===== config.mk =====
export PLATFORM = sky130hd
export DESIGN_NAME = rv_decode
export DESIGN_NICKNAME = d
export VERILOG_FILES = /design/src/rv_isa_pkg.sv /design/src/rv_decode.sv
export VERILOG_INCLUDE_DIRS = /design/src /design/src/src
export SDC_FILE = /design/constraint.sdc
export NUM_CORES = 1
export LEC_CHECK = 0
export ABC_AREA = 0
export BUFFER_PORTS_ARGS = -buffer_cell sky130_fd_sc_hd__buf_2
export CORE_MARGIN = 3
export CORE_UTILIZATION = 34
export DETAILED_ROUTE_END_ITERATION = 6
export PLACE_DENSITY = 0.93
export SETUP_SLACK_MARGIN = 0.1
export SLEW_MARGIN = 20
export SYNTH_ARGS = -nofsm -noshare
export SYNTH_HDL_FRONTEND = slang
export SYNTH_SLANG_ARGS = --single-unit

===== constraint.sdc =====
create_clock -name vclk -period 2.3
set_clock_uncertainty 0.15 [all_clocks]
set_input_delay 0.23 -clock vclk [all_inputs]
set_output_delay 0.23 -clock vclk [all_outputs]
set_load 0.005 [all_outputs]

===== src/rv_cfg.svh =====
`ifndef RV_CFG_SVH
`define RV_CFG_SVH

// Core data width
`define RV_XLEN 64

// First fetch address after reset
`define RV_RESET_PC 64'd44

// Machine CSR addresses, 12-bit
`define RV_CSR_MSTATUS 12'h300
`define RV_CSR_MIE     12'h304
`define RV_CSR_MTVEC   12'h305
`define RV_CSR_MEPC    12'h341
`define RV_CSR_MCAUSE  12'h342

// MRET encoding, matched as a whole word
`define RV_MRET_WORD 32'h3020_0073

`endif


===== src/rv_isa_pkg.sv =====
package rv_isa_pkg;

`include "rv_cfg.svh"

    // Operations the core knows
    // Nine values, so four bits
    typedef enum logic [3:0] {
        OP_NOP,     // All-zero word
        OP_LUI,
        OP_ADDI,
        OP_ADD,
        OP_LD,      // Doubleword load over the data bus
        OP_SD,      // Doubleword store over the data bus
        OP_CSRRW,
        OP_MRET,
        OP_ILLEGAL  // Anything not matched above
    } op_e;

    // Execute stage state
    typedef enum logic [1:0] {
        EX_RUN,      // One instruction per cycle
        EX_BUS_REQ,  // Request valid, waiting for ready
        EX_BUS_WAIT  // Request accepted, waiting for response
    } exec_state_e;

    // Decoded instruction, built from the fetch register
    typedef struct packed {
        op_e                 op;
        logic [4:0]          rd;
        logic [4:0]          rs1;
        logic [4:0]          rs2;
        logic [`RV_XLEN-1:0] imm;  // Sign-extended, U/I/S by op
        logic [11:0]         csr;  // CSR address field
    } decoded_t;

endpackage


===== src/rv_decode.sv =====
`timescale 1ns/1ps
`include "rv_cfg.svh"

module rv_decode (
    input  logic [31:0]           instr,
    output rv_isa_pkg::decoded_t  dec
);

    logic [6:0] opcode;
    logic [2:0] funct3;
    logic [6:0] funct7;

    logic [`RV_XLEN-1:0] imm_i;
    logic [`RV_XLEN-1:0] imm_s;
    logic [`RV_XLEN-1:0] imm_u;

    assign opcode = instr[6:0];
    assign funct3 = instr[14:12];
    assign funct7 = instr[31:25];

    // Immediates, all sign-extended from bit 31
    assign imm_i = {{(`RV_XLEN-12){instr[31]}}, instr[31:20]};
    assign imm_s = {{(`RV_XLEN-12){instr[31]}}, instr[31:25], instr[11:7]};
    assign imm_u = {{(`RV_XLEN-32){instr[31]}}, instr[31:12], 12'b0};

    always_comb begin
        // Register and CSR fields sit at fixed positions
        dec.rd  = instr[11:7];
        dec.rs1 = instr[19:15];
        dec.rs2 = instr[24:20];
        dec.csr = instr[31:20];
        dec.imm = imm_i;                   // I-type unless overridden
        dec.op  = rv_isa_pkg::OP_ILLEGAL;  // Until something matches

        case (opcode)
            7'b0110111: begin  // LUI
                dec.op  = rv_isa_pkg::OP_LUI;
                dec.imm = imm_u;
            end
            7'b0010011: begin  // OP-IMM
                if (funct3 == 3'b000)
                    dec.op = rv_isa_pkg::OP_ADDI;
            end
            7'b0110011: begin  // OP, only ADD
                if (funct3 == 3'b000 && funct7 == 7'b0000000)
                    dec.op = rv_isa_pkg::OP_ADD;
            end
            7'b0000011: begin  // LOAD
                if (funct3 == 3'b011)
                    dec.op = rv_isa_pkg::OP_LD;
            end
            7'b0100011: begin  // STORE
                dec.imm = imm_s;
                if (funct3 == 3'b011)
                    dec.op = rv_isa_pkg::OP_SD;
            end
            7'b1110011: begin  // SYSTEM
                if (funct3 == 3'b001)
                    dec.op = rv_isa_pkg::OP_CSRRW;
                else if (instr == `RV_MRET_WORD)
                    dec.op = rv_isa_pkg::OP_MRET;
            end
            default: ;  // Stays illegal
        endcase

        // Zero word is the reset filler, not an error
        if (instr == 32'h0)
            dec.op = rv_isa_pkg::OP_NOP;
    end

endmodule


# ---- Word level (Yosys, flattened, before mapping)
# Cells that the tools add are included.
dict set report totals {
  register_bits 0
  output_inout_bits 95
  elab_cells 22
  in_bits 32
}
dict set report classes {
  mux 9
  n_eq_ne 9
  n_reduce_logical 4
}
# operator count
set ops {}
lappend ops {{one-hot mux 31 bit (2 select lines)} 1}
lappend ops {{== test 32 x 30 -> 1 bit, second input constant} 1}
lappend ops {{logical NOT 32 bit} 1}
lappend ops {{two-way mux 4 bit} 7}
lappend ops {{one-hot mux 4 bit (6 select lines)} 1}
lappend ops {{== test 7 x 6 -> 1 bit, second input constant} 3}
lappend ops {{== test 7 x 2 -> 1 bit, second input constant} 1}
lappend ops {{== test 7 x 5 -> 1 bit, second input constant} 1}
lappend ops {{== test 7 bit, second input constant} 1}
lappend ops {{logical NOT 7 bit} 1}
lappend ops {{== test 3 x 1 -> 1 bit, second input constant} 1}
lappend ops {{== test 3 x 2 -> 1 bit, second input constant} 1}
lappend ops {{logical NOT 3 bit} 1}
lappend ops {{logical AND 1 bit} 1}

# ---- Longest topological paths before layout
dict set report logic_depth {
  word_depth 5
  mapped_depth 6
  depth_no_buf 5
}

# ---- Least setup slack after synthesis
# No wires, ideal clock.
dict set report synth_path {
  path_kind {input -> output}
  start {input instr[13]}
  end {output dec[94] (netlist name)}
  setup_slack_ns 0.453
  path_stages 5
  t_required_ns 1.920
  t_arrival_ns 1.467
  n_path_buf 0
  cell_sequence {or3_4 > or4_4 > o21ai_2 > o2111a_1 > a21oi_1}
}
# item line_no
set synth_lines {}
lappend synth_lines {{start, declared} rv_decode.sv:5} ;# input logic [31:0] instr,
lappend synth_lines {{end, declared} rv_decode.sv:6} ;# output rv_isa_pkg::decoded_t dec

==> metrics <==
dominant cell type by area after synthesis=buf_4; grt total ovfl=0; most frequent cells in the layout=buf_2 (125), a21o_1 (19), nand2_1 (14); Placed Cells=250; synth unique cells=32; register area=0 um2; WS Path Type=in -> out; 1st-iter DRT viols=33; area fraction of the dominant cell type after synthesis=0.438; synthesized area=1030 um2; Final #Nets=254; sequential area share after synthesis=0; first-pass GRT wire length=4.78 mm; worst slack, placed=149 ps; initial antenna violation count=0; final-layout fill cell count=276; worst min-delay path class=in -> out; CP Capture Type=primary output; Post-Synthesis Cells=155; max cap viols=0; Top Ports=127; power density over cell area=158 nW/um2; drt pass-1 iters=4; total power=0.205 mW; Final Slew Violations=0; Final GP Congestion=0.773; vias per cell=4.80; fin crit period=2170 ps; worst-margin pin slew=725 ps; width of the die=61 um; via count=1,206; I/O Buffers=127; most common cell after layout, fill and taps aside=buf_2; footprint of the multi-input gates=572 um2; final WL=3.28 mm; synth warn=0; Die Y=61 um; GRT Total Usage=0.164; CP Launch Type=input port; HPWL after DPL=2.68 mm; Initial Util=0.364; leakage=0.804 nW; peak supply drop=0.0918 mV; RSZ-0062 raised after global routing=yes; vias in the first global route=1,000; Core Footprint=2830 um2; Hold EP=dec[87]; synth-to-layout area growth=25.7%; Fin. Hold Viols=0; status=finished, final reports clean; Layout Cells excl Fill=251; WP data arrival=1790 ps; Fin Setup TNS=0 ps; Worst Min Path Start=instr[8]; Seq cells=0; period utilization=0.942; syn_area_per_cell=6.64 um2; Synth area leaders=buf_4 (44%), a21o_1 (14%), nand2_1 (5.1%); FMAX=461 MHz; ANT cells=0; Syn Nets=187; Slew headroom=0.516; DRC=0; die area=3720 um2; CLK BUF=0; layout cell share with drive strength beyond 1=0.636; CP max FO=4; wire per inst=13.1 um; final setup margin=133 ps; Final setup viols=0; pin count of the biggest net entering global routing=36; Post-DRT Antenna Nets=0; WP data required=1920 ps; Core Util, Final=0.457; FP Rows=19; hold depth=2
==> per-layer routing <==
metal  GRT usage  vias up  wire, um
met3     0.00426        0       247
met1       0.201      526      1250
met2       0.327       70      1780
met4     0.00929        0         0
met5           0        -         0
li1            -      610         -
==> worst max path at each step <==
stage / to / slack, ps / cells after the start / from
final: dec[94] / 130 / 7 / instr[12]
after floorplan: dec[94] / 450 / 5 / instr[13]
after global routing: dec[91] / 70 / 7 / instr[12]
after CTS: dec[91] / 130 / 7 / instr[13]
after detailed placement: dec[91] / 150 / 7 / instr[13]
after global placement: dec[94] / 180 / 7 / instr[13]
==> metrics by stage <==
| step | instance area, um2 | hold slack (ps) |
|---|---|---|
| after floorplan | 1030 | 391 |
| after global placement | 1250 | 505 |
| after detailed placement | 1250 | 508 |
| after CTS | 1250 | 508 |
| after global routing | 1290 | 520 |
| final | 1290 | 506 |
==> kinds of logic after synthesis <==
kind of cell | after synthesis | share of synthesized area
and+or+nand+nor | 54 | 0.296
AOI/OAI and AO/OA | 35 | 0.242
buffers and inverters | 66 | 0.462
==> synthesized netlist by cell type <==
library cell  number
buf_4             60
a21o_1            19
nand2_1           14
nor2_1             8
and2_1             7
nand3_1            5
o21ai_0            5
clkbuf_1           4
nor4_1             4
o21ai_1            3
or3_1              3
a21oi_1            2
buf_2              2
a211o_1            1
a21boi_0           1
and3_1             1
and3b_1            1
and4_1             1
nand4_1            1
nor2b_1            1
nor3_1             1
nor3_2             1
nor3b_1            1
nor4bb_1           1
o2111a_1           1
o211ai_2           1
o21ai_2            1
o21bai_1           1
or2_2              1
or3_4              1
or4_4              1
or4bb_1            1
==> cell type report <==
class                           instances  area share
Timing Repair Buffer                  131       0.528
Tap cell                               31      0.0300
Multi-Input combinational cell         89       0.442
==> report_power, final <==
group	total, mW	internal (mW)	switching (mW)	leakage [nW]
sequential	0	0	0	0
combinational	0.205	0.104	0.101	0.804
clock	0	0	0	0
total	0.205	0.104	0.101	0.804
==> repair_timing <==
action,CTS,global route
endpoints found under the hold margin,0,0
resized for setup,0,9
endpoints found under the setup margin,0,4
hold buffers,0,0
buffers inserted,0,1
==> worst max-delay path, stage by stage <==
cell and delay, ps:
buf_8 100, or3_4 380, or3_4 400, nor3_4 290, o2111a_1 210, a21oi_1 40, buf_2 130
Power figures use the tool's default switching activity.
