<file path="src/rv_cfg.svh">
`ifndef RV_CFG_SVH
`define RV_CFG_SVH

// Core data width
`define RV_XLEN 64

// First fetch address after reset
`define RV_RESET_PC 64'd44

// Machine CSR addresses, 12-bit
`define RV_CSR_MSTATUS 12'h300
`define RV_CSR_MIE     12'h304
`define RV_CSR_MTVEC   12'h305
`define RV_CSR_MEPC    12'h341
`define RV_CSR_MCAUSE  12'h342

// MRET encoding, matched as a whole word
`define RV_MRET_WORD 32'h3020_0073

`endif

</file>
<file path="src/rv_trap_csr.sv">
`timescale 1ns/1ps
`include "rv_cfg.svh"

module rv_trap_csr (
    input  logic                clk,
    input  logic                reset,
    input  logic                irq,        // Level-sensitive external interrupt
    input  logic [11:0]         csr_addr,
    input  logic [`RV_XLEN-1:0] csr_wdata,
    input  logic                csr_we,     // Already qualified by execute
    input  logic                illegal,
    input  logic                mret,
    input  logic                retire_ok,  // Instruction in fetch reg executes now
    input  logic [`RV_XLEN-1:0] cur_pc,
    output logic [`RV_XLEN-1:0] csr_rdata,
    output logic                take_trap,
    output logic                redirect,
    output logic [`RV_XLEN-1:0] redirect_pc
);

    logic                mstatus_mie;   // mstatus[3]
    logic                mstatus_mpie;  // mstatus[7]
    logic                mie_meie;      // mie[11]
    logic [`RV_XLEN-1:0] mtvec;
    logic [`RV_XLEN-1:0] mepc;
    logic [`RV_XLEN-1:0] mcause;

    logic irq_take;

    // Interrupt wins over whatever sits in the fetch register
    assign irq_take  = irq && mstatus_mie && mie_meie;
    assign take_trap = irq_take || illegal;
    assign redirect  = take_trap || mret;
    assign redirect_pc = take_trap ? mtvec : mepc;

    // Old value for CSRRW
    always_comb begin
        case (csr_addr)
            `RV_CSR_MSTATUS: begin
                csr_rdata = '0;
                csr_rdata[3] = mstatus_mie;
                csr_rdata[7] = mstatus_mpie;
            end
            `RV_CSR_MIE: begin
                csr_rdata = '0;
                csr_rdata[11] = mie_meie;
            end
            `RV_CSR_MTVEC:  csr_rdata = mtvec;
            `RV_CSR_MEPC:   csr_rdata = mepc;
            `RV_CSR_MCAUSE: csr_rdata = mcause;
            default:        csr_rdata = '0;  // Unknown CSRs read zero
        endcase
    end

    always_ff @(posedge clk or negedge reset) begin
        if (!reset) begin
            mstatus_mie  <= 1'b0;
            mstatus_mpie <= 1'b0;
            mie_meie     <= 1'b0;
            mtvec        <= '0;
            mepc         <= '0;
            mcause       <= '0;
        end else if (retire_ok && take_trap) begin
            mepc         <= cur_pc;        // Replaced instruction restarts here
            mstatus_mpie <= mstatus_mie;
            mstatus_mie  <= 1'b0;
            if (irq_take)
                mcause <= {1'b1, {(`RV_XLEN-5){1'b0}}, 4'd11};  // Machine external
            else
                mcause <= {{(`RV_XLEN-2){1'b0}}, 2'd2};         // Illegal instruction
        end else if (retire_ok && mret) begin
            mstatus_mie  <= mstatus_mpie;
            mstatus_mpie <= 1'b1;
        end else if (csr_we) begin
            case (csr_addr)
                `RV_CSR_MSTATUS: begin
                    mstatus_mie  <= csr_wdata[3];
                    mstatus_mpie <= csr_wdata[7];
                end
                `RV_CSR_MIE:    mie_meie <= csr_wdata[11];
                `RV_CSR_MTVEC:  mtvec    <= {csr_wdata[`RV_XLEN-1:2], 2'b00};  // Direct mode
                `RV_CSR_MEPC:   mepc     <= {csr_wdata[`RV_XLEN-1:2], 2'b00};
                `RV_CSR_MCAUSE: mcause   <= csr_wdata;
                default: ;
            endcase
        end
    end

endmodule

</file>
<file path="config.mk">
export PLATFORM = sky130hd
export DESIGN_NAME = rv_trap_csr
export DESIGN_NICKNAME = d
export VERILOG_FILES = /design/src/rv_trap_csr.sv
export VERILOG_INCLUDE_DIRS = /design/src /design/src/src
export SDC_FILE = /design/constraint.sdc
export NUM_CORES = 1
export LEC_CHECK = 0
export ABC_AREA = 1
export BUFFER_PORTS_ARGS = -buffer_cell sky130_fd_sc_hd__clkbuf_2
export CORE_UTILIZATION = 49
export CTS_CLUSTER_DIAMETER = 80
export CTS_CLUSTER_SIZE = 8
export DETAILED_ROUTE_END_ITERATION = 10
export MAX_ROUTING_LAYER = met4
export PLACE_DENSITY_LB_ADDON = 0.08
export SLEW_MARGIN = 20
export SYNTH_ARGS = -nofsm -noshare
export SYNTH_HDL_FRONTEND = slang
export SYNTH_SLANG_ARGS = --single-unit
export TNS_END_PERCENT = 100
</file>
<file path="constraint.sdc">
create_clock -name clk -period 1.2 [get_ports clk]
set_input_delay 0.18 -clock clk [delete_from_list [all_inputs] [get_ports clk]]
set_output_delay 0.18 -clock clk [all_outputs]
set_load 0.03 [all_outputs]
</file>
* After elaboration in Yosys (flattened, before gate mapping)
Index checks and enable logic that the tools add are counted.
** Word-level totals
- Register bits after elaboration :: 193
- Input port bits :: 147
- Output and inout bits :: 130
- Word-level logic and storage cells :: 49
** Operators by class
- Equal/unequal tests :: 6
- Mux-type cells :: 19
- Bitwise gates (word level) :: 2
- Reductions and logical operators :: 16
** Operators by type and width (count)
- $mux W64 :: 10
- $pmux W64 S5 :: 1
- $eq A12 B10 Y1 const B :: 5
- $mux W1 :: 8
- $reduce_and A4 Y1 :: 2
- $reduce_and A3 Y1 :: 2
- $reduce_bool A2 Y1 :: 3
- $reduce_bool A3 Y1 :: 2
- $logic_and A1 B1 Y1 :: 4
- $logic_or A1 B1 Y1 :: 2
- $ne A2 B2 Y1 const B :: 1
- $not A1 Y1 :: 2
- $reduce_and A2 Y1 :: 1

* Longest topological paths before layout
- Depth in word-level cells :: 6
- Depth in mapped cells :: 10

* Worst setup path before layout
Ideal clock, no wire load.
- Path type :: register to output
- Start point :: reg mstatus_mie
- End point :: out redirect_pc[56]
- Arrival time :: 1.414 ns
- Data required time :: 1.020 ns
- Setup slack :: -0.394 ns
- Cell stages (with the launch flop) :: 6
- Path buffers :: 1
- Cell sequence :: dfrtp_1 nand3_2 nand2_2 clkbuf_1 nand2_1 nand2_1
** Between the ends
- Word-level cells in the longest chain between the ends :: 4
** RTL lines
- start: declaration :: line rv_trap_csr.sv:21 : logic mstatus_mie;
- start signal: assignment :: line rv_trap_csr.sv:72 : mstatus_mie <= mstatus_mpie;
- start signal: assignment :: line rv_trap_csr.sv:77 : mstatus_mie <= csr_wdata[3];
- $logic_and A1 B1 Y1 (2 in a row) :: line rv_trap_csr.sv:31 : assign irq_take = irq && mstatus_mie && mie_meie;
- $logic_or A1 B1 Y1 :: line rv_trap_csr.sv:32 : assign take_trap = irq_take || illegal;
- named net take_trap :: line rv_trap_csr.sv:16 : output logic take_trap,
- $mux W64 :: line rv_trap_csr.sv:34 : assign redirect_pc = take_trap ? mtvec : mepc;
- end: declaration :: line rv_trap_csr.sv:18 : output logic [`RV_XLEN-1:0] redirect_pc
The timed path passes the listed nets, and every way through them passes these cells.

* Worst setup path after layout
- Start point :: reg mie_meie
- End point :: out redirect_pc[2]
** Between the ends
- Word-level cells in the longest chain between the ends :: 3
** RTL lines
- start: declaration :: line rv_trap_csr.sv:23 : logic mie_meie;
- start signal: assignment :: line rv_trap_csr.sv:80 : `RV_CSR_MIE: mie_meie <= csr_wdata[11];
- $logic_and A1 B1 Y1 :: line rv_trap_csr.sv:31
- $logic_or A1 B1 Y1 :: line rv_trap_csr.sv:32
- $mux W64 :: line rv_trap_csr.sv:34
No other way between the ends.

==> results.json <==
{
  "crit_type": "flop to output pin",
  "grt_max_degree": 50,
  "leakagePower_uw": 0.01211,
  "fmax_ghz": 0.5082,
  "worstSetupStartpointType": "flop",
  "cp-end-kind": "output pin",
  "clkLatencyLatePin_ns": 0.46,
  "layout_commonest_cell": "nand2_1",
  "peakVddDrop_v": 0.001095,
  "fin_crit_sh_pct": 164.0,
  "cts_tree": "yes",
  "syn_to_final_growth_pct": 80.80,
  "coreArea_um2": 21820,
  "grt_pass1_vias": 13610,
  "seq_area_um2": 4830,
  "outcome": "finished with violations",
  "hold_violations": 0,
  "clock_sinks": 193,
  "cts_max_path_buffers": 2,
  "min_path_cells": 3,
  "synth_nets": 1797,
  "critPathTopFamily": "buffers and inverters",
  "place.gp.congestion": 0.8687,
  "critical_path.cell_chain": "nand3_4 > nand2_8 > clkinv_8 > buf_12 > nand2_1 > nand2_2 > clkbuf_8",
  "power_uw": 17050,
  "drc": 0,
  "cts_buffers": 17,
  "ys_types": 20,
  "vias_per_cell": 6.110,
  "ant_nets": 0,
  "slew_viol_final": 0,
  "routedWlPerCell_um": 23.75,
  "dr.pass1.iters": 6,
  "crit_buf_inv": 3,
  "cp.depth": 7,
  "r2r_setup_slack_ns": -0.71,
  "crit_fanout": 16,
  "drive_above_1_share_pct": 41.50,
  "die_y_um": 151.3,
  "finalSetupViolCount": 323,
  "portBuffers": 276,
  "final_cell_mix": "699 x nand2_1, 193 x dfrtp_1, 185 x nand3_1",
  "syn-mean-instance-area_um2": 6.623,
  "htreeDepth": 4,
  "dr.first_iter.drc_count": 1682,
  "synth.area.top_cells": "dfrtp_1 44%, nand2_1 33%, nand3_1 12%, buf_2 2.6%, inv_1 2.4%",
  "reg2reg_depth": 10,
  "synth_area_um2": 10930,
  "clkTransAtPathRegs_ns": 0.08,
  "slowest_delay_ns": 0.42,
  "max_cap_violations": 0,
  "synth_top_area_share_pct": 44.20,
  "place_ws_ns": -0.5420,
  "dp_hpwl_mm": 25.74,
  "wirelength_mm": 56.57,
  "finalClockSkew_ns": 0.01152,
  "synth-seq-cells": 193,
  "final_nets": 2236,
  "cp.arrival_ns": 1.79,
  "critPathLaunch": "mie_meie",
  "reg2reg_from": "mie_meie",
  "rsz0062_at_grt": "true",
  "yosys.area.top_type": "dfrtp_1",
  "die_w_um": 151.3,
  "ios": 277,
  "grt_use_total_pct": 42.59,
  "synth-seq-area-share_pct": 44.20,
  "r2r_end": "mtvec[63]",
  "grt-ovfl-total": 0,
  "power-per-cell-area_nw_per_um2": 862.9,
  "min_path_type": "input pin to flop",
  "slowest_stage": "dfrtp_1",
  "cp_data_required_time_ns": 1.02,
  "vias": 14560,
  "initial_core_util_pct": 50.07,
  "endpoint": "redirect_pc[2]",
  "rows": 54,
  "grt_first_pass_wirelength_mm": 71.87,
  "die_area_um2": 22900,
  "fill_cells": 864,
  "violations": "setup timing",
  "fin_ws_ns": -0.7678,
  "tightest_slew_ns": 0.4035,
  "hold_ws_ns": 0.006801,
  "cts_root_buffer": "clkbuf_16",
  "yosys_warnings": 0,
  "multi_input_area_um2": 7727,
  "final.setup.tns_ns": -177.46,
  "period_needed_ns": 1.968,
  "synth_cells": 1650,
  "slew_headroom_pct": 73.10,
  "antenna_found_initial": 1
}
-- synthesized netlist by cell type, drive strengths merged --
library cell	instances
nor2	21
nand4	8
buf	81
a21oi	1
clkbuf	23
dfrtp	193
nand3	268
nand2	966
inv	83
o21ai	6
-- through the flow --
step / util (%) / cell area (um^2) / instances
floorplan: - / 12320 / 1650
global placement: 67.15 / 14660 / 2211
detailed placement: 67.15 / 14660 / 2211
CTS: 85.37 / 18630 / 2363
global route: 90.53 / 19760 / 2382
finish: 90.53 / 19760 / 2382
-- state kept, by name, indices dropped and copies added (netlist names) --
signal,flops
mstatus_mie,1
mstatus_mpie,1
mtvec,62
mepc,64
mcause,64
mie_meie,1
-- cell type report --
cell class                 instances  area share, %
antenna                            1        0.01267
clock inverter                    13         0.7029
multi-input combinational       1271          39.11
sequential                       193          24.44
timing repair buffer             523          29.98
inverter                          83          1.754
tap                              280          1.773
clock buffer                      18          2.223
-- layer usage --
layer / vias to the layer above / part of all wire, % / track usage (%) / wire, um
met2: 1294 / 47 / 67.21 / 26400
met1: 6845 / 33 / 51.61 / 18900
met5: - / 0 / - / 0
met4: 0 / 7.2 / 21.35 / 4052
li1: 6012 / - / - / -
met3: 404 / 13 / 8.976 / 7223
-- tightest hold or removal path: cells and delay by family --
family / cells / cell delay [ns]
buffers and inverters: 1 / 0.12
AND/OR/NAND/NOR: 2 / 0.12
-- worst min-delay path by stage --
stage,end,slack [ns],startpoint
after CTS,mtvec[3],0.003,csr_wdata[3]
after detailed placement,mepc[58],0.13,reset
after global routing,mtvec[34],0.02,csr_wdata[34]
after global placement,mtvec[58],0.13,reset
final,mtvec[34],0.007,csr_wdata[34]
after floorplan,mcause[0],-0.12,reset
-- repair_timing --
action                                 in CTS  in global routing
gates cloned                               19                 17
setup buffers                              42                 16
setup endpoints to repair                 323                323
hold buffers                               61                  0
resized for setup                         466                311
endpoints found under the hold margin      93                  0
pin swaps                                  14                 56
-- cell families after synthesis --
group,count (synthesis),share of synthesized area [%]
AND/OR/NAND/NOR,1263,47.34
flip-flops,193,44.20
buffers and inverters,187,8.038
AO/OA/AOI/OAI,7,0.4237
-- where the power goes --
| group | leakage (uW) | internal, uW | switching, uW | total, uW |
|---|---|---|---|---|
| logic | 0.00924 | 1660 | 2200 | 3860 |
| registers | 0.00259 | 6820 | 468 | 7290 |
| clock network | 0.000283 | 2990 | 2910 | 5900 |
No activity file was read; power rests on OpenSTA's default activity.
