<file path="config.mk">
export PLATFORM = sky130hd
export DESIGN_NAME = rv_exec
export DESIGN_NICKNAME = d
export VERILOG_FILES = /design/src/rv_bus_pkg.sv /design/src/rv_isa_pkg.sv /design/src/rv_exec.sv
export VERILOG_INCLUDE_DIRS = /design/src /design/src/src
export SDC_FILE = /design/constraint.sdc
export NUM_CORES = 1
export LEC_CHECK = 0
export BUFFER_PORTS_ARGS = -buffer_cell sky130_fd_sc_hd__clkbuf_2
export CORE_AREA = 8 8 342 344
export CTS_CLUSTER_DIAMETER = 60
export DETAILED_ROUTE_END_ITERATION = 8
export DIE_AREA = 0 0 350 352
export PLACE_DENSITY = 0.39
export SLEW_MARGIN = 15
export SYNTH_ARGS = -nofsm -noshare
export SYNTH_HDL_FRONTEND = slang
export SYNTH_SLANG_ARGS = --single-unit
</file>
<file path="constraint.sdc">
create_clock -name clk -period 4.4 [get_ports clk]
set_input_delay 0.22 -clock clk [delete_from_list [all_inputs] [get_ports clk]]
set_output_delay 0.22 -clock clk [all_outputs]
set_load 0.1 [all_outputs]
</file>
<file path="src/rv_cfg.svh">
`ifndef RV_CFG_SVH
`define RV_CFG_SVH

// Core data width
`define RV_XLEN 64

// First fetch address after reset
`define RV_RESET_PC 64'd44

// Machine CSR addresses, 12-bit
`define RV_CSR_MSTATUS 12'h300
`define RV_CSR_MIE     12'h304
`define RV_CSR_MTVEC   12'h305
`define RV_CSR_MEPC    12'h341
`define RV_CSR_MCAUSE  12'h342

// MRET encoding, matched as a whole word
`define RV_MRET_WORD 32'h3020_0073

`endif

</file>
<file path="src/rv_bus_pkg.sv">
package rv_bus_pkg;

`include "rv_cfg.svh"

    // Data-bus request, held stable while valid and not ready
    typedef struct packed {
        logic [`RV_XLEN-1:0] addr;
        logic [`RV_XLEN-1:0] wdata;  // Ignored on reads
        logic                write;  // 1 for SD, 0 for LD
    } bus_req_t;

    // Data-bus response, one pulse per accepted request
    typedef struct packed {
        logic [`RV_XLEN-1:0] rdata;  // Only meaningful for reads
    } bus_rsp_t;

endpackage

</file>
<file path="src/rv_isa_pkg.sv">
package rv_isa_pkg;

`include "rv_cfg.svh"

    // Operations the core knows
    // Nine values, so four bits
    typedef enum logic [3:0] {
        OP_NOP,     // All-zero word
        OP_LUI,
        OP_ADDI,
        OP_ADD,
        OP_LD,      // Doubleword load over the data bus
        OP_SD,      // Doubleword store over the data bus
        OP_CSRRW,
        OP_MRET,
        OP_ILLEGAL  // Anything not matched above
    } op_e;

    // Execute stage state
    typedef enum logic [1:0] {
        EX_RUN,      // One instruction per cycle
        EX_BUS_REQ,  // Request valid, waiting for ready
        EX_BUS_WAIT  // Request accepted, waiting for response
    } exec_state_e;

    // Decoded instruction, built from the fetch register
    typedef struct packed {
        op_e                 op;
        logic [4:0]          rd;
        logic [4:0]          rs1;
        logic [4:0]          rs2;
        logic [`RV_XLEN-1:0] imm;  // Sign-extended, U/I/S by op
        logic [11:0]         csr;  // CSR address field
    } decoded_t;

endpackage

</file>
<file path="src/rv_exec.sv">
`timescale 1ns/1ps
`include "rv_cfg.svh"

module rv_exec (
    input  logic                  clk,
    input  logic                  reset,
    input  logic [31:0]           instruction,  // Word at pc, same cycle
    output logic [`RV_XLEN-1:0]   pc,
    input  rv_isa_pkg::decoded_t  dec,
    output logic [31:0]           instr_word,   // Fetch register to decoder
    input  logic [`RV_XLEN-1:0]   rdata1,
    input  logic [`RV_XLEN-1:0]   rdata2,
    output logic                  rf_we,
    output logic [4:0]            rf_rd,
    output logic [`RV_XLEN-1:0]   rf_wdata,
    output logic [11:0]           csr_addr,
    output logic [`RV_XLEN-1:0]   csr_wdata,
    output logic                  csr_we,
    output logic                  illegal,
    output logic                  mret,
    output logic                  retire_ok,
    output logic [`RV_XLEN-1:0]   cur_pc,
    input  logic [`RV_XLEN-1:0]   csr_rdata,
    input  logic                  take_trap,
    input  logic                  redirect,
    input  logic [`RV_XLEN-1:0]   redirect_pc,
    output rv_bus_pkg::bus_req_t  bus_req,
    output logic                  bus_req_valid,
    input  logic                  bus_req_ready,
    input  rv_bus_pkg::bus_rsp_t  bus_rsp,
    input  logic                  bus_rsp_valid
);

    rv_isa_pkg::exec_state_e state;
    rv_isa_pkg::exec_state_e state_next;

    logic [31:0]         fetch_ir;  // Instruction under execution
    logic [`RV_XLEN-1:0] fetch_pc;  // Its address
    logic                bubble;    // Fetch register holds a wrong-path word

    logic issue;      // Fetch register executes this cycle
    logic redir_now;
    logic bus_start;
    logic bus_done;
    logic fetch_en;   // Capture new word, advance pc
    logic alu_op;

    assign issue     = (state == rv_isa_pkg::EX_RUN) && !bubble;
    assign redir_now = issue && redirect;
    assign bus_start = issue && !take_trap &&
                       (dec.op == rv_isa_pkg::OP_LD || dec.op == rv_isa_pkg::OP_SD);
    assign bus_done  = (state == rv_isa_pkg::EX_BUS_WAIT) && bus_rsp_valid;
    // Held through the bus transaction, released on the response edge
    assign fetch_en  = ((state == rv_isa_pkg::EX_RUN) && !bus_start) || bus_done;

    assign instr_word = fetch_ir;

    // Trap side, raw flags plus the retire qualifier
    assign retire_ok = issue;
    assign cur_pc    = fetch_pc;
    assign illegal   = (dec.op == rv_isa_pkg::OP_ILLEGAL);
    assign mret      = (dec.op == rv_isa_pkg::OP_MRET);
    assign csr_addr  = dec.csr;
    assign csr_wdata = rdata1;
    assign csr_we    = issue && !take_trap && (dec.op == rv_isa_pkg::OP_CSRRW);

    // Single-cycle writers
    assign alu_op = (dec.op == rv_isa_pkg::OP_LUI)  || (dec.op == rv_isa_pkg::OP_ADDI) ||
                    (dec.op == rv_isa_pkg::OP_ADD)  || (dec.op == rv_isa_pkg::OP_CSRRW);

    assign rf_rd = dec.rd;
    assign rf_we = (issue && !take_trap && alu_op) ||
                   (bus_done && dec.op == rv_isa_pkg::OP_LD);  // Load lands on response

    always_comb begin
        case (dec.op)
            rv_isa_pkg::OP_LUI:   rf_wdata = dec.imm;
            rv_isa_pkg::OP_ADDI:  rf_wdata = rdata1 + dec.imm;
            rv_isa_pkg::OP_ADD:   rf_wdata = rdata1 + rdata2;
            rv_isa_pkg::OP_CSRRW: rf_wdata = csr_rdata;      // Old CSR value
            default:              rf_wdata = bus_rsp.rdata;  // LD
        endcase
    end

    // Request is stable, since fetch reg and registers hold during bus states
    assign bus_req.addr  = rdata1 + dec.imm;
    assign bus_req.wdata = rdata2;
    assign bus_req.write = (dec.op == rv_isa_pkg::OP_SD);
    assign bus_req_valid = (state == rv_isa_pkg::EX_BUS_REQ);

    always_comb begin
        state_next = state;
        case (state)
            rv_isa_pkg::EX_RUN:
                if (bus_start) state_next = rv_isa_pkg::EX_BUS_REQ;
            rv_isa_pkg::EX_BUS_REQ:
                if (bus_req_ready) state_next = rv_isa_pkg::EX_BUS_WAIT;  // Handshake
            rv_isa_pkg::EX_BUS_WAIT:
                if (bus_rsp_valid) state_next = rv_isa_pkg::EX_RUN;
            default:
                state_next = rv_isa_pkg::EX_RUN;
        endcase
    end

    always_ff @(posedge clk or negedge reset) begin
        if (!reset) begin
            state    <= rv_isa_pkg::EX_RUN;
            pc       <= `RV_RESET_PC;
            fetch_ir <= 32'h0;  // Decodes as NOP
            fetch_pc <= `RV_RESET_PC;
            bubble   <= 1'b0;
        end else begin
            state  <= state_next;
            bubble <= redir_now;  // One dead cycle per redirect
            if (redir_now)
                pc <= redirect_pc;
            else if (fetch_en)
                pc <= pc + 4;
            if (fetch_en) begin
                fetch_ir <= instruction;
                fetch_pc <= pc;
            end
        end
    end

endmodule

</file>
Word level (Yosys, flattened, before mapping):

Index checks and enable logic that the tools add are counted.

* reductions and logical operators: 21
* add/sub/neg operators: 3
* equal/unequal tests: 13
* multiplexer cells: 7

Operators with widths (number)
* 64-bit one-hot mux with 4 select lines: 1
* 64-bit adder: 2
* 64-bit two-way mux: 2
* 64-bit by 3-bit adder with 64-bit output (second input constant): 1
* 4-bit by 3-bit equality test with 1-bit output (second input constant): 4
* 1-bit logical AND: 9
* 4-bit by 2-bit equality test with 1-bit output (second input constant): 2
* 1-bit logical OR: 6
* 2-bit two-way mux: 3
* 2-bit one-hot mux with 3 select lines: 1
* 4-bit by 1-bit equality test with 1-bit output (second input constant): 1
* 4-bit equality test (second input constant): 1
* 2-bit inequality test (second input constant): 2
* 1-bit logical NOT: 3
* 3-bit AND reduction: 1
* 2-bit by 1-bit equality test with 1-bit output (second input constant): 1
* 2-bit equality test (second input constant): 1
* 2-bit logical NOT: 1
* 2-bit by 1-bit inequality test with 1-bit output (second input constant): 1
* 2-bit nonzero test: 1

* output and inout bits: 440
* input port bits: 453
* bits in registers: 163

Depth between registers and ports, before layout:

* depth after elaboration: 9
* gate-level depth with buffers: 14

Worst setup path before layout:

OpenSTA, ideal clock, no wires.

* path type: input port to output port
* start point: input port dec[12] (netlist name)
* end point: output port rf_wdata[58]
* arrival: 5769 ps
* stages on the path: 14
* slack: -1589 ps
* cells stage by stage: ha_1 > inv_1 > fa_1 > nand2b_1 > a21o_1 > nand2_1 > o21ai_0 > a211oi_1 > o21ai_0 > o41ai_2 > a311oi_1 > xnor2_1 > a22oi_1 > a21oi_1

RTL lines
* start: declaration: RTL line rv_exec.sv:9 `input rv_isa_pkg::decoded_t dec,`
* end: declaration: RTL line rv_exec.sv:15 `` output logic [`RV_XLEN-1:0] rf_wdata, ``

Final worst setup path:

* start point: input port rdata1[0]
* end point: output port rf_wdata[56]

* cells in the longest elaborated chain, start to end: 2
* elaborated cells on any way between the ends: 3

RTL lines
* start: declaration: RTL line rv_exec.sv:11 `` input logic [`RV_XLEN-1:0] rdata1, ``
* 64-bit adder, on equally long branches: RTL line rv_exec.sv:79, rv_exec.sv:78
* 64-bit one-hot mux with 4 select lines (*): RTL line rv_exec.sv:76 `case (dec.op)`

Every way passes the cells marked *; elsewhere a longest branch is shown, timed or not.

==> impl_results.md <==
- Pins Over Slew Limit: 0
- CTS tree: yes
- Reg clk slew, reported paths: 80 ps
- Leak pwr: 12.0 nW
- Setup CP Type: in -> out
- Fin crit share: 95.9%
- Post-DP Area: 24200 um2
- Post-synth top flop: dfrtp_1
- Fraction of synthesis flops using an asynchronous set or reset pin: 100%
- I/O pin count: between 800 and 900
- Synthesized area: 17300 um2
- Nets: 3528
- Dpl hpwl: 102 mm
- Met2 usage: slightly above 30%
- Global-route met1 utilization: 21.3%
- DR iter-0 viols: approximately 1400
- Syn nets: 2738
- Root buffer cell: clkbuf_16
- Crit end category: output pin
- Synth warn: 0
- Routed WL per cell: 26.2 um
- # rows: between 100 and 150
- Max-slew headroom: 40.5%
- Overall routing resource usage: 18.1%
- Placer Congestion: 0.982
- P&R area growth vs syn: 50.1%
- Final setup fails: 0
- Post-DRT Antenna Nets: 0
- Final WL: 118 mm
- Synth Instances: 2156
- CTS max path bufs: 2
- First-pass GRT wire length: 162 mm
- CTS sink cnt: between 150 and 200
- CP required: ~4200 ps
- Avg Synthesized Cell Area: 8.02 um2
- Max-Cap Viols: 0
- Post-synthesis sequential area ratio: 23.6%
- Core area: 112000 um2
- Worst hold-check path type: in -> reg
- Pwr/cell area: approximately 480 nW/um2
- Initial antenna violation count: 56
- Die X: 350 um
- GR met3 Demand/Resource: 6.08%
- DRC viols: 0
- Post-DR vias/cell: 4.52
- First-pass iteration count of the detailed router: 5
- Clock Skew: 15.7 ps
- Clock H-tree levels: 4
- Endpoints failing hold: 0
- DIE HEIGHT: around 350 um
- GR Overflow Total: 0
- Crit start category: input pin
- Dominant cells by area after synthesis: dfrtp_1, ha_1, mux2_2
- Grt peak-use layer: met2
- Utilization after layout: 23.3%
- Synth top cells by count: nand2_1, a21oi_1, nor2_1
- Status: finished, final reports clean
- Max FO, Critical Path: 4
- DR vias: 20300
- WP data arrival: 4000 ps
- Count leader, synth: nand2_1
- FMAX: 237 MHz
- Leading area contributor after synthesis: dfrtp_1
- Tightest Pin Transition: 893 ps
- Num CTS Buffers: 17
- Total chip power: 12.5 mW
- IO buf count: 848
- Layout cells sized above 1: 40.7%
- Die Area: 123000 um2
- Minimum clock period: between 4000 and 5000 ps
- FF+latch count, synth: ~160
- Post-route cell area: ~26000 um2
- Maximum vdd ir drop: between 0.0004 and 0.0005 V
- Worst-skew pair later-pin latency: approximately 460 ps
- Number of global-route vias before repair: 21100
- Largest net degree at the start of global routing: 100
- Top cell type's share of synthesized area: ~23%
- Starting Density: about 15%
- Post-synth EDFFs: 0
- Cell variety after synth: 76
[layout make-up]
class,count,area [um2]
well taps,1500,1880
diodes,28,70.1
fillers,12400,85600
multi-input cells,1678,12300
inverters,44,165
flip-flops and latches,163,4090
repair buffers,1042,6880
clock buffers,17,425
clock inverters,15,184
[sequential cells by signal, summed over array words and instances, names as in the netlist]
name and flops:
cur_pc 64, pc 64, instr_word 32, state 2, bubble 1
[critical path: stages]
cell,delay [ps]
clkbuf_2,150
buf_4,140
ha_1,180
inv_1,70
fa_1,390
nand2b_1,180
a21o_1,190
a31oi_1,250
o21a_1,290
o2111ai_1,270
nand4b_1,260
a31oi_2,200
buf_4,210
nor3_1,170
nor2_1,100
xnor2_2,280
a21o_1,230
buf_12,190
[stage by stage]
| stage | TNS [ps] | setup slack [ps] | instances | hold slack (ps) |
|---|---|---|---|---|
| after CTS | 0 | 24.5 | 4457 | 9.25 |
| after global placement | -71.9 | -71.9 | 4328 | 271 |
| final | 0 | 181 | 4487 | 35.7 |
| after detailed placement | -171 | -158 | 4328 | 272 |
| after floorplan | -1300 | -376 | 2156 | -75.6 |
| after global routing | -13.4 | -13.4 | 4475 | 25.9 |
[power breakdown]
| group | total (mW) | switching [mW] | internal, mW |
|---|---|---|---|
| clock | 1.58 | 0.764 | 0.818 |
| combinational | 8.62 | 6.75 | 1.88 |
| sequential | 2.26 | 0.385 | 1.88 |
| total | 12.5 | 7.90 | 4.57 |
[worst paths after layout]
check,from,endpoint,slack [ps],cells after the start
max,rdata1[0],rf_wdata[56],180,18
min,instruction[13],instr_word[13]$_DFFE_PN0P_,40,2
min in group asynchronous,reset,instr_word[31]$_DFFE_PN0P_,320,2
min reg2reg,cur_pc[25]$_DFFE_PN0P_,cur_pc[25]$_DFFE_PN0P_,510,1
max in group asynchronous,reset,cur_pc[59]$_DFFE_PN0P_,3040,3
max reg2reg,pc[5]$_DFFE_PN1P_,pc[63]$_DFFE_PN0P_,1060,11
[kinds of logic (layout without fill, tap and decap cells)]
family	Yosys count	count (layout)	synth area share [%]
AO/OA/AOI/OAI	656	656	25.0
XOR/XNOR	183	183	9.27
adder cells (fa/ha/maj)	129	129	9.42
buffers and inverters	315	1118	10.0
flip-flops	163	163	23.6
multiplexers	99	99	6.44
other	0	28	0
AND/OR/NAND/NOR	611	611	16.2
[layout by cell type (no fill, tap or decap), types with 25 or more instances in the layout]
cell and count:
diode_2 28, and3_1 26, o21ai_0 147, buf_4 104, a21oi_1 159, a221oi_1 49, nor3_1 29, xnor2_2 29
inv_1 44, clkbuf_2 779, a21o_1 62, ha_1 127, xor2_1 67, nand4_1 58, dfrtp_1 157, xnor2_1 63
buf_12 61, o21bai_1 25, nor2_1 151, mux2_2 98, dlygate4sd3_1 97, nand3_1 27, nand2_1 227
[metal layers]
metal,wire [um],share of wire (%)
met1,47300,40
met2,55900,47
met3,10800,9.2
met4,3670,3.1
met5,138,0.12
[what timing repair did]
action | 4_1_cts | 5_1_grt
hold buffers | 97 | 0
setup endpoints to repair | 2 | 12
buffers inserted | 0 | 2
endpoints found under the hold margin | 157 | 0
pin swaps | 0 | 1
gates resized for setup | 2 | 10
Note: power is estimated with default switching activity, not from simulation.
